**src/rtl/slam_pkg.sv**
```systemverilog
package slam_pkg;

  // datapath widths
  localparam int DW = 32;
  localparam int AW = 17;
  // angle words drop their low bits, angle_t is radians with 14 fraction bits
  localparam int ANG_LSB = 4;

  // cordic sizing
  localparam int ITER = 16;
  // 1/K for 16 iterations, Q1.16
  localparam logic signed [17:0] CORDIC_INV_GAIN = 18'sd39797;
  localparam int GAIN_FRAC = 16;

  typedef logic signed [DW-1:0] coord_t;
  typedef logic signed [AW-1:0] angle_t;

  localparam angle_t PI_A = 17'sd51472;
  localparam angle_t HALF_PI_A = 17'sd25736;

  // state memory map
  localparam int POSE_BASE = 0;
  localparam int LM_BASE = 3;
  localparam int LM_MAX = 16;
  localparam int MEM_AW = 6;
  localparam int LM_CW = $clog2(LM_MAX + 1);

  typedef enum logic [2:0] {
    STAGE_IDLE  = 3'b000,
    STAGE_PRD   = 3'b001,
    STAGE_NEW   = 3'b010,
    STAGE_UPD   = 3'b011,
    STAGE_ASSOC = 3'b100
  } stage_e;

  typedef struct packed {
    stage_e stage;
    coord_t vlr;
    angle_t alpha;
    coord_t rk;
    angle_t phi;
  } op_t;

  typedef struct packed {
    coord_t x;
    coord_t y;
    angle_t theta;
  } pose_t;

  typedef struct packed {
    stage_e stage;
    logic [1:0] nwords;
    coord_t w0;
    coord_t w1;
    coord_t w2;
  } result_t;

  typedef struct packed {
    logic en;
    logic we;
    logic [MEM_AW-1:0] addr;
    logic [DW-1:0] din;
  } plb_req_t;

  // sign bit plus bits 19:4 of a host angle word
  function automatic angle_t word_to_angle(logic signed [DW-1:0] w);
    return angle_t'({w[DW-1], w[ANG_LSB +: AW-1]});
  endfunction

  // back to a host angle word, sign extended
  function automatic coord_t angle_to_word(angle_t a);
    coord_t w;
    w = coord_t'(a);
    return w <<< ANG_LSB;
  endfunction

endpackage
```
**src/rtl/slam_top.sv**
```systemverilog
`timescale 1ns/1ps

module slam_top (
  input  logic                            clk,
  input  logic                            sys_rst,
  input  slam_pkg::stage_e                stage_val,
  input  logic signed [slam_pkg::DW-1:0]  vlr,
  input  logic signed [slam_pkg::DW-1:0]  alpha,
  input  logic signed [slam_pkg::DW-1:0]  rk,
  input  logic signed [slam_pkg::DW-1:0]  phi,
  output logic                            stage_rdy,
  output logic                            plb_en,
  output logic                            plb_we,
  output logic [slam_pkg::MEM_AW-1:0]     plb_addr,
  output logic [slam_pkg::DW-1:0]         plb_din
);
  import slam_pkg::*;

  logic     op_valid;
  op_t      op;
  logic     res_valid;
  result_t  res;
  logic     lm_full;
  plb_req_t plb;

  // host command edge and operand capture
  stage_decode u_decode (
    .clk       (clk),
    .sys_rst   (sys_rst),
    .stage_val (stage_val),
    .vlr       (vlr),
    .alpha     (alpha),
    .rk        (rk),
    .phi       (phi),
    .busy      (!stage_rdy),
    .op_valid  (op_valid),
    .op        (op)
  );

  nonlinear_execute u_execute (
    .clk       (clk),
    .sys_rst   (sys_rst),
    .op_valid  (op_valid),
    .op        (op),
    .lm_full   (lm_full),
    .res_valid (res_valid),
    .res       (res)
  );

  // memory writes and the host ready
  state_writeback u_writeback (
    .clk       (clk),
    .sys_rst   (sys_rst),
    .op_valid  (op_valid),
    .res_valid (res_valid),
    .res       (res),
    .plb       (plb),
    .stage_rdy (stage_rdy),
    .lm_full   (lm_full)
  );

  assign plb_en   = plb.en;
  assign plb_we   = plb.we;
  assign plb_addr = plb.addr;
  assign plb_din  = plb.din;

endmodule

```
**src/rtl/state_writeback.sv**
```systemverilog
`timescale 1ns/1ps

module state_writeback (
  input  logic               clk,
  input  logic               sys_rst,
  input  logic               op_valid,
  input  logic               res_valid,
  input  slam_pkg::result_t  res,
  output slam_pkg::plb_req_t plb,
  output logic               stage_rdy,
  output logic               lm_full
);
  import slam_pkg::*;

  logic              wr_en;
  logic [MEM_AW-1:0] wr_addr;
  coord_t            wr_din;
  coord_t            pend0;
  coord_t            pend1;
  logic [1:0]        left;
  logic              rdy_r;
  logic [LM_CW-1:0]  lm_cnt;
  logic [MEM_AW-1:0] base;

  assign lm_full = (lm_cnt == LM_CW'(LM_MAX));
  // next free landmark slot, or the pose words
  assign base = (res.stage == STAGE_NEW) ? MEM_AW'(LM_BASE + 2 * lm_cnt)
                                         : MEM_AW'(POSE_BASE);

  // drops in the issue cycle, back up after the last write
  assign stage_rdy = rdy_r && !op_valid;
  assign plb       = '{en: wr_en, we: wr_en, addr: wr_addr, din: wr_din};

  always_ff @(posedge clk) begin
    if (sys_rst) begin
      wr_en  <= 1'b0;
      left   <= '0;
      rdy_r  <= 1'b1;
      lm_cnt <= '0;
    end else begin
      if (op_valid) begin
        rdy_r <= 1'b0;
      end
      if (res_valid) begin
        if (res.nwords == 2'd0) begin
          // dropped landmark, nothing to write
          wr_en <= 1'b0;
          rdy_r <= 1'b1;
        end else begin
          wr_en <= 1'b1;
          left  <= res.nwords - 2'd1;
        end
        if (res.stage == STAGE_NEW && res.nwords != 2'd0) begin
          lm_cnt <= lm_cnt + 1'b1;
        end
      end else if (left != 2'd0) begin
        wr_en <= 1'b1;
        left  <= left - 2'd1;
      end else if (wr_en) begin
        wr_en <= 1'b0;
        rdy_r <= 1'b1;
      end
    end
  end

  // words shift out one per cycle
  always_ff @(posedge clk) begin
    if (res_valid) begin
      wr_addr <= base;
      wr_din  <= res.w0;
      pend0   <= res.w1;
      pend1   <= res.w2;
    end else if (left != 2'd0) begin
      wr_addr <= wr_addr + 1'b1;
      wr_din  <= pend0;
      pend0   <= pend1;
    end
  end

  a_write_busy: assert property (@(posedge clk) disable iff (sys_rst)
    plb.we |-> plb.en && !stage_rdy);

  // landmark area ends at LM_BASE + 2*LM_MAX
  a_addr_range: assert property (@(posedge clk) disable iff (sys_rst)
    plb.en |-> plb.addr < MEM_AW'(LM_BASE + 2 * LM_MAX));

endmodule

```
**src/rtl/nonlinear_execute.sv**
```systemverilog
`timescale 1ns/1ps

module nonlinear_execute (
  input  logic              clk,
  input  logic              sys_rst,
  input  logic              op_valid,
  input  slam_pkg::op_t     op,
  input  logic              lm_full,
  output logic              res_valid,
  output slam_pkg::result_t res
);
  import slam_pkg::*;

  localparam logic signed [AW:0] TWO_PI = 2 * PI_A;

  typedef enum logic [1:0] {
    EX_IDLE,
    EX_SUM,
    EX_ROT
  } ex_state_e;

  ex_state_e state;
  pose_t     pose;
  op_t       op_r;
  angle_t    rot_angle;
  logic      rot_start;
  logic      rot_done;
  coord_t    rot_x;
  coord_t    rot_y;
  coord_t    sum_x;
  coord_t    sum_y;
  angle_t    theta_next;
  logic      issue;
  logic      drop;
  logic      finish;

  // sum of two angles folded back into +-pi
  function automatic angle_t wrap_sum(angle_t a, angle_t b);
    logic signed [AW:0] s;
    s = {a[AW-1], a} + {b[AW-1], b};
    if (s > PI_A) begin
      s = s - TWO_PI;
    end else if (s < -PI_A) begin
      s = s + TWO_PI;
    end
    return angle_t'(s);
  endfunction

  assign issue      = (state == EX_IDLE) && op_valid;
  // map full, report nothing
  assign drop       = issue && (op.stage == STAGE_NEW) && lm_full;
  assign finish     = (state == EX_ROT) && rot_done;
  assign sum_x      = pose.x + rot_x;
  assign sum_y      = pose.y + rot_y;
  assign theta_next = wrap_sum(pose.theta, op_r.alpha);

  cordic_rotate u_cordic (
    .clk     (clk),
    .sys_rst (sys_rst),
    .start   (rot_start),
    .x_in    ((op_r.stage == STAGE_PRD) ? op_r.vlr : op_r.rk),
    .angle   (rot_angle),
    .done    (rot_done),
    .x_out   (rot_x),
    .y_out   (rot_y)
  );

  always_ff @(posedge clk) begin
    if (sys_rst) begin
      state     <= EX_IDLE;
      rot_start <= 1'b0;
      res_valid <= 1'b0;
      pose      <= '0;
    end else begin
      rot_start <= 1'b0;
      res_valid <= 1'b0;
      case (state)
        EX_IDLE: begin
          if (drop) begin
            res_valid <= 1'b1;
          end else if (issue && op.stage == STAGE_PRD) begin
            // rotate by current heading straight away
            rot_start <= 1'b1;
            state     <= EX_ROT;
          end else if (issue && op.stage == STAGE_NEW) begin
            state <= EX_SUM;
          end
        end
        EX_SUM: begin
          rot_start <= 1'b1;
          state     <= EX_ROT;
        end
        EX_ROT: begin
          if (rot_done) begin
            res_valid <= 1'b1;
            state     <= EX_IDLE;
            if (op_r.stage == STAGE_PRD) begin
              pose <= '{x: sum_x, y: sum_y, theta: theta_next};
            end
          end
        end
        default: state <= EX_IDLE;
      endcase
    end
  end

  always_ff @(posedge clk) begin
    if (issue) begin
      op_r      <= op;
      rot_angle <= pose.theta;
    end
    // landmark bearing is heading plus phi
    if (state == EX_SUM) begin
      rot_angle <= wrap_sum(pose.theta, op_r.phi);
    end
    if (drop) begin
      res <= '{stage: STAGE_NEW, nwords: 2'd0, w0: '0, w1: '0, w2: '0};
    end else if (finish) begin
      res.stage <= op_r.stage;
      res.w0    <= sum_x;
      res.w1    <= sum_y;
      if (op_r.stage == STAGE_PRD) begin
        res.nwords <= 2'd3;
        res.w2     <= angle_to_word(theta_next);
      end else begin
        res.nwords <= 2'd2;
        res.w2     <= '0;
      end
    end
  end

endmodule

```
**src/rtl/cordic_rotate.sv**
```systemverilog
`timescale 1ns/1ps

module cordic_rotate (
  input  logic             clk,
  input  logic             sys_rst,
  input  logic             start,
  input  slam_pkg::coord_t x_in,
  input  slam_pkg::angle_t angle,
  output logic             done,
  output slam_pkg::coord_t x_out,
  output slam_pkg::coord_t y_out
);
  import slam_pkg::*;

  // atan(2^-i) in angle_t units
  localparam angle_t ATAN_TAB [ITER] = '{
    17'sd12868, 17'sd7596, 17'sd4014, 17'sd2037,
    17'sd1023,  17'sd512,  17'sd256,  17'sd128,
    17'sd64,    17'sd32,   17'sd16,   17'sd8,
    17'sd4,     17'sd2,    17'sd1,    17'sd1
  };
  localparam int CW = $clog2(ITER);

  logic                     busy;
  logic                     last_q;
  logic [CW-1:0]            iter_cnt;
  coord_t                   xr;
  coord_t                   yr;
  angle_t                   zr;
  logic signed [DW+17:0]    scaled;
  coord_t                   x_s;
  coord_t                   x0;
  coord_t                   y0;
  angle_t                   z0;
  coord_t                   x_sh;
  coord_t                   y_sh;

  // gain removed up front, then quadrant fold by pi/2
  always_comb begin
    scaled = x_in * CORDIC_INV_GAIN;
    x_s    = coord_t'(scaled >>> GAIN_FRAC);
    if (angle > HALF_PI_A) begin
      x0 = '0;
      y0 = x_s;
      z0 = angle - HALF_PI_A;
    end else if (angle < -HALF_PI_A) begin
      x0 = '0;
      y0 = -x_s;
      z0 = angle + HALF_PI_A;
    end else begin
      x0 = x_s;
      y0 = '0;
      z0 = angle;
    end
  end

  assign x_sh = xr >>> iter_cnt;
  assign y_sh = yr >>> iter_cnt;

  always_ff @(posedge clk) begin
    if (sys_rst) begin
      busy     <= 1'b0;
      last_q   <= 1'b0;
      done     <= 1'b0;
      iter_cnt <= '0;
    end else begin
      last_q <= 1'b0;
      done   <= last_q;
      if (start) begin
        busy     <= 1'b1;
        iter_cnt <= '0;
      end else if (busy) begin
        iter_cnt <= iter_cnt + 1'b1;
        if (iter_cnt == CW'(ITER - 1)) begin
          busy   <= 1'b0;
          last_q <= 1'b1;
        end
      end
    end
  end

  // micro-rotations, direction from sign of residual angle
  always_ff @(posedge clk) begin
    if (start) begin
      xr <= x0;
      yr <= y0;
      zr <= z0;
    end else if (busy) begin
      if (zr >= 0) begin
        xr <= xr - y_sh;
        yr <= yr + x_sh;
        zr <= zr - ATAN_TAB[iter_cnt];
      end else begin
        xr <= xr + y_sh;
        yr <= yr - x_sh;
        zr <= zr + ATAN_TAB[iter_cnt];
      end
    end
    if (last_q) begin
      x_out <= xr;
      y_out <= yr;
    end
  end

  // sequencer upstream must wait for done
  a_start_idle: assert property (@(posedge clk) disable iff (sys_rst)
    start |-> !busy && !last_q);

endmodule

```
**src/rtl/stage_decode.sv**
```systemverilog
`timescale 1ns/1ps

module stage_decode (
  input  logic                            clk,
  input  logic                            sys_rst,
  input  slam_pkg::stage_e                stage_val,
  input  logic signed [slam_pkg::DW-1:0]  vlr,
  input  logic signed [slam_pkg::DW-1:0]  alpha,
  input  logic signed [slam_pkg::DW-1:0]  rk,
  input  logic signed [slam_pkg::DW-1:0]  phi,
  input  logic                            busy,
  output logic                            op_valid,
  output slam_pkg::op_t                   op
);
  import slam_pkg::*;

  stage_e stage_q;
  logic   cmd_now;
  logic   cmd_prev;
  logic   accept;

  // only prediction and new landmark start work
  function automatic logic is_cmd(stage_e s);
    case (s)
      STAGE_PRD, STAGE_NEW: return 1'b1;
      // reserved, behave like idle
      STAGE_UPD, STAGE_ASSOC: return 1'b0;
      default: return 1'b0;
    endcase
  endfunction

  assign cmd_now  = is_cmd(stage_val);
  assign cmd_prev = is_cmd(stage_q);
  // idle to command edge, ignored while an operation runs
  assign accept   = cmd_now && !cmd_prev && !busy;

  always_ff @(posedge clk) begin
    if (sys_rst) begin
      stage_q  <= STAGE_IDLE;
      op_valid <= 1'b0;
    end else begin
      stage_q  <= stage_val;
      op_valid <= accept;
    end
  end

  // operands sampled in the accept cycle
  always_ff @(posedge clk) begin
    if (accept) begin
      op <= '{stage: stage_val,
              vlr:   vlr,
              alpha: word_to_angle(alpha),
              rk:    rk,
              phi:   word_to_angle(phi)};
    end
  end

  // issue only from idle, and writeback must hold the engine busy after it
  a_issue_when_idle: assert property (@(posedge clk) disable iff (sys_rst)
    op_valid |-> !$past(busy) ##1 busy);

endmodule

```
**config.mk**
```make
export PLATFORM = sky130hd
export DESIGN_NAME = slam_top
export DESIGN_NICKNAME = d
export VERILOG_FILES = /design/src/rtl/slam_pkg.sv /design/src/rtl/slam_top.sv /design/src/rtl/state_writeback.sv /design/src/rtl/nonlinear_execute.sv /design/src/rtl/cordic_rotate.sv /design/src/rtl/stage_decode.sv
export SDC_FILE = /design/constraint.sdc
export NUM_CORES = 2
export LEC_CHECK = 0
export BUFFER_PORTS_ARGS = -buffer_cell sky130_fd_sc_hd__buf_4
export CORE_ASPECT_RATIO = 1.2
export CORE_MARGIN = 4
export CORE_UTILIZATION = 30
export CTS_BUF_LIST = sky130_fd_sc_hd__clkbuf_4
export DETAILED_ROUTE_END_ITERATION = 10
export PLACE_DENSITY_LB_ADDON = 0.3
export SKIP_LAST_GASP = 1
export SLEW_MARGIN = 20
export SYNTH_ARGS = -nofsm -noshare
export SYNTH_HDL_FRONTEND = slang
export SYNTH_SLANG_ARGS = --single-unit
```
**constraint.sdc**
```tcl
create_clock -name clk -period 12.25 [get_ports clk]
set_clock_uncertainty 0.15 [all_clocks]
set_input_delay 0.6125 -clock clk [delete_from_list [all_inputs] [get_ports clk]]
set_output_delay 0.6125 -clock clk [all_outputs]
set_load 0.02 [all_outputs]
```
Word-level counts from Yosys, hierarchy flattened
Memory sizes are Yosys's and may differ from the RTL's.
Index checks and enable logic that the tools add are counted.
{"block": "totals", "romBits": 272, "out_inout_bits": 41, "inputBits": 133, "mem_count": 1, "elab_cells": 181, "reg_bits": 672}
{"block": "classes", "mul": 1, "reduce_logical": 26, "order_cmp": 8, "n_mux": 61, "bitwise": 2, "n_eq_ne": 16, "n_addsub": 23, "shift": 2}
{"memory": "(no name shown)", "words": 16, "width": 17, "rd": 1, "rd_clocked_by_memory_dff": 0, "write_ports": 0, "line": "cordic_rotate.sv:96", "rtl": "zr <= zr + ATAN_TAB[iter_cnt];"}
{"operator": "32-bit two-way mux", "n": 16}
{"operator": "17-bit two-way mux", "n": 13}
{"operator": "32-bit adder", "n": 4}
{"operator": "32-bit by 4-bit >>> shifter with 32-bit output", "n": 2}
{"operator": "32-bit subtractor", "n": 2}
{"operator": "17-bit by 16-bit adder with 17-bit output, second input constant", "n": 3}
{"operator": "17-bit by 16-bit subtractor with 17-bit output, second input constant", "n": 3}
{"operator": "32-bit by 17-bit multiplier with 48-bit output, second input constant", "n": 1}
{"operator": "17-bit by 17-bit adder with 18-bit output", "n": 2}
{"operator": "18-bit by 17-bit greater-than comparator with 1-bit output, second input constant", "n": 2}
{"operator": "18-bit by 17-bit less-than comparator with 1-bit output, second input constant", "n": 2}
{"operator": "32-bit negation", "n": 1}
{"operator": "1-bit two-way mux", "n": 19}
{"operator": "6-bit two-way mux", "n": 3}
{"operator": "17-bit adder", "n": 1}
{"operator": "17-bit by 1-bit greater-or-equal comparator with 1-bit output, second input constant", "n": 1}
{"operator": "17-bit by 16-bit greater-than comparator with 1-bit output, second input constant", "n": 1}
{"operator": "17-bit by 16-bit less-than comparator with 1-bit output, second input constant", "n": 1}
{"operator": "17-bit subtractor", "n": 1}
{"operator": "2-bit two-way mux", "n": 7}
{"operator": "3-bit by 1-bit equality test with 1-bit output, second input constant", "n": 4}
{"operator": "3-bit by 2-bit equality test with 1-bit output, second input constant", "n": 4}
{"operator": "2-bit nonzero test", "n": 5}
{"operator": "1-bit logical AND", "n": 9}
{"operator": "22 further kinds", "n": 32}

Depth between registers and ports, before layout
{"block": "depth", "ltp_word": 8, "depth_mapped": 30, "depth_no_buf": 27}

By module
From an unflattened synthesis, not the netlist that was laid out.
{"block": "unflattened", "hier_cells": 5063, "hier_area_um2": 50923.8}
{"mod": "cordic_rotate", "instances": 1, "area_per_inst_um2": 26843.2, "seq_area_each_um2": 4494.3, "cells_per_inst": 2913}
{"mod": "nonlinear_execute", "instances": 1, "area_per_inst_um2": 16458.3, "seq_area_each_um2": 6966.7, "cells_per_inst": 1785}
{"mod": "state_writeback", "instances": 1, "area_per_inst_um2": 4431.8, "seq_area_each_um2": 3243.1, "cells_per_inst": 250}
{"mod": "stage_decode", "instances": 1, "area_per_inst_um2": 3186.8, "seq_area_each_um2": 3113.0, "cells_per_inst": 114}
{"mod": "slam_top", "instances": 1, "area_per_inst_um2": 3.8, "seq_area_each_um2": 0.0, "cells_per_inst": 1}

Worst setup path before layout
No wires, ideal clock.
{"block": "synth_path", "kind": "input port to flip-flop", "from": "input stage_val[0]", "to": "register u_decode.op[0] (netlist name)", "required_ns": 11.253, "t_arrival_ns": 11.144, "setup_time_ns": 0.847, "n_path_buf": 0, "stages": 2, "slack_ns": 0.109, "cell_sequence": "xnor2_1 -> nor4b_1"}
{"block": "synth_via", "elab_chain_cells": 5, "elab_cells_between_ends": 6, "cone_classes": "eq/ne (2); mux (1); reduce/logical (3)"}
{"element": "start, declared", "line": "slam_top.sv:6", "rtl": "input slam_pkg::stage_e stage_val,"}
{"element": "3-bit by 1-bit equality test with 1-bit output / 3-bit by 2-bit equality test with 1-bit output (equally long branches)", "line": "stage_decode.sv:24", "rtl": "case (s)"}
{"element": "2-bit OR reduction (*)", "line": "stage_decode.sv:24"}
{"element": "1-bit two-way mux (*)", "line": "stage_decode.sv:24"}
{"element": "1-bit logical AND (*) (2 in a row)", "line": "stage_decode.sv:35", "rtl": "assign accept = cmd_now && !cmd_prev && !busy;"}
{"element": "named net u_decode.accept", "line": "stage_decode.sv:20", "rtl": "logic accept;"}
Mark *: on every way through the listed nets, which the timed path passes. The rest lies on a longest branch.
A chain may end at the register's enable or synchronous reset.

Worst setup path after layout
{"block": "layout_path", "from": "register u_execute.op_r[100] (netlist bit)", "to": "register u_execute.u_cordic.yr[30] (data pin)"}
{"block": "layout_via", "elab_chain_cells": 7}
{"element": "start, declared", "line": "nonlinear_execute.sv:24", "rtl": "op_t op_r;"}
{"element": "start signal, assigned", "line": "nonlinear_execute.sv:109", "rtl": "op_r <= op;"}
{"element": "3-bit by 1-bit equality test with 1-bit output (*)", "line": "nonlinear_execute.sv:61", "rtl": ".x_in ((op_r.stage == STAGE_PRD) ? op_r.vlr : op_r.rk),"}
{"element": "32-bit two-way mux (*)", "line": "nonlinear_execute.sv:61"}
{"element": "32-bit by 17-bit multiplier with 48-bit output (*)", "line": "cordic_rotate.sv:40", "rtl": "scaled = x_in * CORDIC_INV_GAIN;"}
{"element": "32-bit negation", "line": "cordic_rotate.sv:48", "rtl": "y0 = -x_s;"}
{"element": "32-bit two-way mux", "line": "cordic_rotate.sv:46", "rtl": "end else if (angle < -HALF_PI_A) begin"}
{"element": "32-bit two-way mux (*)", "line": "cordic_rotate.sv:42", "rtl": "if (angle > HALF_PI_A) begin"}
{"element": "32-bit two-way mux (*)", "line": "cordic_rotate.sv:84", "rtl": "if (start) begin"}
{"element": "end signal, assigned", "line": "cordic_rotate.sv:86", "rtl": "yr <= y0;"}
{"element": "end signal, assigned", "line": "cordic_rotate.sv:91", "rtl": "yr <= yr + x_sh;"}
{"element": "end signal, assigned", "line": "cordic_rotate.sv:95", "rtl": "yr <= yr - x_sh;"}
{"element": "end, declared", "line": "cordic_rotate.sv:28", "rtl": "coord_t yr;"}
Mark *: on every way between the ends. The rest lies on a longest branch, timed or not.

==> impl_metrics.py <==
metrics = {
    "run_status": {
        "status": "finished, final reports clean",
    },
    "min_path": {
        "min_to": "u_execute.op_r[24]$_DFFE_PP_",
        "worstHoldPathType": "register to register",
        "hold_depth": 0,
        "min_from": "u_decode.op[24]$_DFFE_PP_",
    },
    "timing": {
        "fmax_mhz": 99.9,
        "finalCritPeriodShare": 0.817,
        "setup_violations": 0,
        "rsz0062_at_grt": "false",
        "max_slew_margin": 0.270,
        "final-max-slew-violation-count": 0,
        "finalSetupTns_ps": 0,
        "worst_slew_pin_slew_ps": 1090,
        "finalHoldViolCount": 0,
        "fin_ws_ps": 2240,
        "fin_crit_ps": 10010,
    },
    "global_routing": {
        "grt_pass1_vias": 38700,
        "grt-busiest-layer": "met2",
        "grt_max_degree": 80,
        "use_met1": 0.196,
        "antenna_found_initial": 3,
        "use_met2": 0.260,
        "grt_usage": 0.152,
        "grt_pass1_wl_mm": 211,
        "use_met3": 0.0250,
        "grt-ovfl-total": 0,
    },
    "cts": {
        "htreeDepth": 4,
        "cts-resized-gates": 0,
        "hold_buffers": 203,
        "post_cts_buffers": 0,
        "cts-root-buf": "clkbuf_4",
        "clkTransAtPathRegs_ps": 60,
        "cts_buffers": 180,
        "clock-sinks": 642,
        "cts_tree": "built",
        "ctsLongestPathBuffers": 3,
        "clock_latency_ps": 1160,
    },
    "critical_path": {
        "crit_required_ps": 12970,
        "path_max_fanout": 40,
        "reg2reg_to": "u_execute.u_cordic.yr[30]$_DFFE_PP_",
        "arrival_ps": 10730,
        "cp-start-kind": "register",
        "reg2reg_depth": 26,
        "reg2reg_from": "u_execute.op_r[100]$_DFFE_PP_",
        "cpPeakStageDelay_ps": 900,
        "slowest_stage": "a211oi_1",
        "path_class": "register to register",
        "ff2ff_setup_slack_ps": 2240,
        "end_kind": "register",
    },
    "cells_and_area": {
        "drive_gt1_frac": 0.129,
        "nets": 6154,
        "final_cells": 7687,
        "area_growth_syn_to_layout_pct": 15.6,
    },
    "route": {
        "vias": 38400,
        "routed_via_density": 5.00,
        "drc_errors": 0,
        "wl_per_cell_um": 17.3,
        "dr.pass1.iters": 5,
        "ant_nets": 0,
        "drtIter0Drc": 2232,
        "drt_wl_total_mm": 133,
    },
    "logic_synthesis": {
        "synth.net_count": 5777,
        "synth-seq-cells": 642,
        "muxShareOfSynthArea": 0.0706,
        "synthSimpleGateAreaFrac": 0.119,
        "synth_ff_type": "edfxtp_1",
        "synth-xor-area-share": 0.0641,
        "synth_compound_area_frac": 0.155,
        "yosys_warnings": 0,
        "synth-adder-area-share": 0.192,
        "synth_area_per_cell_um2": 9.96,
        "synth_top_family_by_area": "adder cells",
        "syn-instance-count": 5006,
        "syn_area_um2": 49900,
        "synth_enable_flop_cells": 451,
        "yosysSeqAreaShare": 0.348,
        "synth_cell_types": 99,
        "synth-async-reset-ratio": 0,
    },
    "placed_design": {
        "dp.cells": 7143,
        "dp_hpwl_mm": 99.4,
        "dp_slack_ps": 2190,
        "globalplace.congestion": 0.885,
        "portBuffers": 143,
    },
    "floorplan": {
        "die_h_um": 455,
        "initial_core_util": 0.303,
        "num_rows": 163,
        "core-area_um2": 165000,
        "die_area_um2": 173000,
        "ios": 174,
        "die_w_um": 380,
    },
    "pwr": {
        "power_density_nw_per_um2": 215,
        "power_frac_clock": 0.162,
        "power_frac_comb": 0.646,
        "p_seq_frac": 0.192,
        "intPower_uw": 6290,
        "p_leak_uw": 0.0234,
        "switching_share": 0.492,
        "switching_power_uw": 6090,
        "irDropWorstVdd_mv": 0.263,
    },
    "flow_run": {
        "maxCapViolations": 0,
    },
}
-- area by class of cell --
class	count	area [um^2]
inverter	480	1800
multi-input combinational	3696	30000
clock buffer	273	2050
antenna	12	30.0
clock inverter	56	317
timing repair buffer	383	3380
tap	2145	2680
sequential	642	17400
fill	16800	107000
-- worst max path at each step --
stage | startpoint | end | slack (ps) | cells after the start
after floorplan | stage_val[0] | u_decode.op[0]$_DFFE_PP_ | 110 | 2
after CTS | u_execute.op_r[100]$_DFFE_PP_ | u_execute.u_cordic.yr[30]$_DFFE_PP_ | 2150 | 26
after global routing | u_execute.op_r[100]$_DFFE_PP_ | u_execute.u_cordic.yr[30]$_DFFE_PP_ | 1630 | 26
after global placement | u_execute.op_r[100]$_DFFE_PP_ | u_execute.u_cordic.yr[30]$_DFFE_PP_ | 2300 | 26
after detailed placement | u_execute.op_r[100]$_DFFE_PP_ | u_execute.u_cordic.yr[30]$_DFFE_PP_ | 2190 | 26
final | u_execute.op_r[100]$_DFFE_PP_ | u_execute.u_cordic.yr[30]$_DFFE_PP_ | 2240 | 26
-- synthesized netlist by cell type, drive strengths merged (47+ instances only) --
master / n / share of area
mux2: 96 / 0.022
mux4: 70 / 0.032
xor2: 157 / 0.028
nor2: 302 / 0.023
clkbuf: 145 / 0.011
ha: 424 / 0.11
a21o: 98 / 0.015
o21ai: 237 / 0.024
o22ai: 88 / 0.011
dfxtp: 191 / 0.077
nand3: 70 / 0.0070
inv: 480 / 0.036
nand2b: 49 / 0.0061
edfxtp: 451 / 0.27
nor2b: 50 / 0.0063
nand2: 464 / 0.035
and2: 52 / 0.0065
xnor2: 208 / 0.037
nor3: 72 / 0.0073
fa: 214 / 0.086
mux2i: 86 / 0.017
a211oi: 47 / 0.0072
a21oi: 316 / 0.032
-- power groups by stage --
stage	combinational, uW	clock, uW	sequential, uW
2_1_floorplan	5950	0	2430
3_3_place_gp	7810	0	2420
3_5_place_dp	7890	0	2420
4_1_cts	7980	2100	2380
5_1_grt	8990	2210	2380
6_report	7990	2010	2380
-- worst max-delay path, delay by kind of cell (launching register included) --
family | cells | cell delay (ps)
compound gates | 5 | 1840
xor+xnor | 2 | 480
fa+ha+maj | 6 | 2820
buf+inv | 5 | 1030
flops | 1 | 390
mux | 1 | 550
simple gates | 7 | 2340
-- per-stage QoR --
step           total power [uW]  area [um^2]  utilization  hold slack [ps]
3_3_place_gp              10200        53200        0.323              252
6_report                  12400        57600        0.350              227
5_1_grt                   13600        57600        0.350              243
4_1_cts                   12500        57600        0.350              227
2_1_floorplan              8370        49900            -              250
3_5_place_dp              10300        53200        0.323              255
-- layout by cell type (no fill, tap or decap), drive strengths merged, types with 70 or more instances in the layout --
cell type	n
inv	485
nand2	464
edfxtp	451
ha	424
a21oi	316
nor2	302
clkbuf	273
o21ai	237
fa	214
xnor2	208
dlygate4sd3	203
dfxtp	191
buf	180
xor2	157
a21o	98
mux2	96
o22ai	88
mux2i	86
nor3	72
nand3	70
mux4	70
-- cell families after synthesis --
kind of cell,after synthesis
compound gates,1184
xor+xnor,365
fa+ha+maj,638
buf+inv,668
flops,642
mux,252
simple gates,1257
-- per-layer routing --
metal,vias up,routed length [um],part of all wire
li1,18900,-,-
met1,18400,59900,0.45
met3,226,5590,0.042
met4,0,3750,0.028
met2,874,63500,0.48
met5,-,0,0
-- flip-flops by register name, indices dropped and copies added, names as in the netlist, 2 cells and up --
register / count
u_decode.op: 101
u_decode.stage_q: 3
u_execute.op_r: 101
u_execute.pose: 81
u_execute.res: 86
u_execute.rot_angle: 17
u_execute.state: 2
u_execute.u_cordic.iter_cnt: 4
u_execute.u_cordic.x_out: 32
u_execute.u_cordic.xr: 32
u_execute.u_cordic.y_out: 32
u_execute.u_cordic.yr: 32
u_execute.u_cordic.zr: 17
u_writeback.left: 2
u_writeback.lm_cnt: 5
u_writeback.pend0: 32
u_writeback.pend1: 17
u_writeback.wr_addr: 6
u_writeback.wr_din: 32
Power figures use the tool's default switching activity.
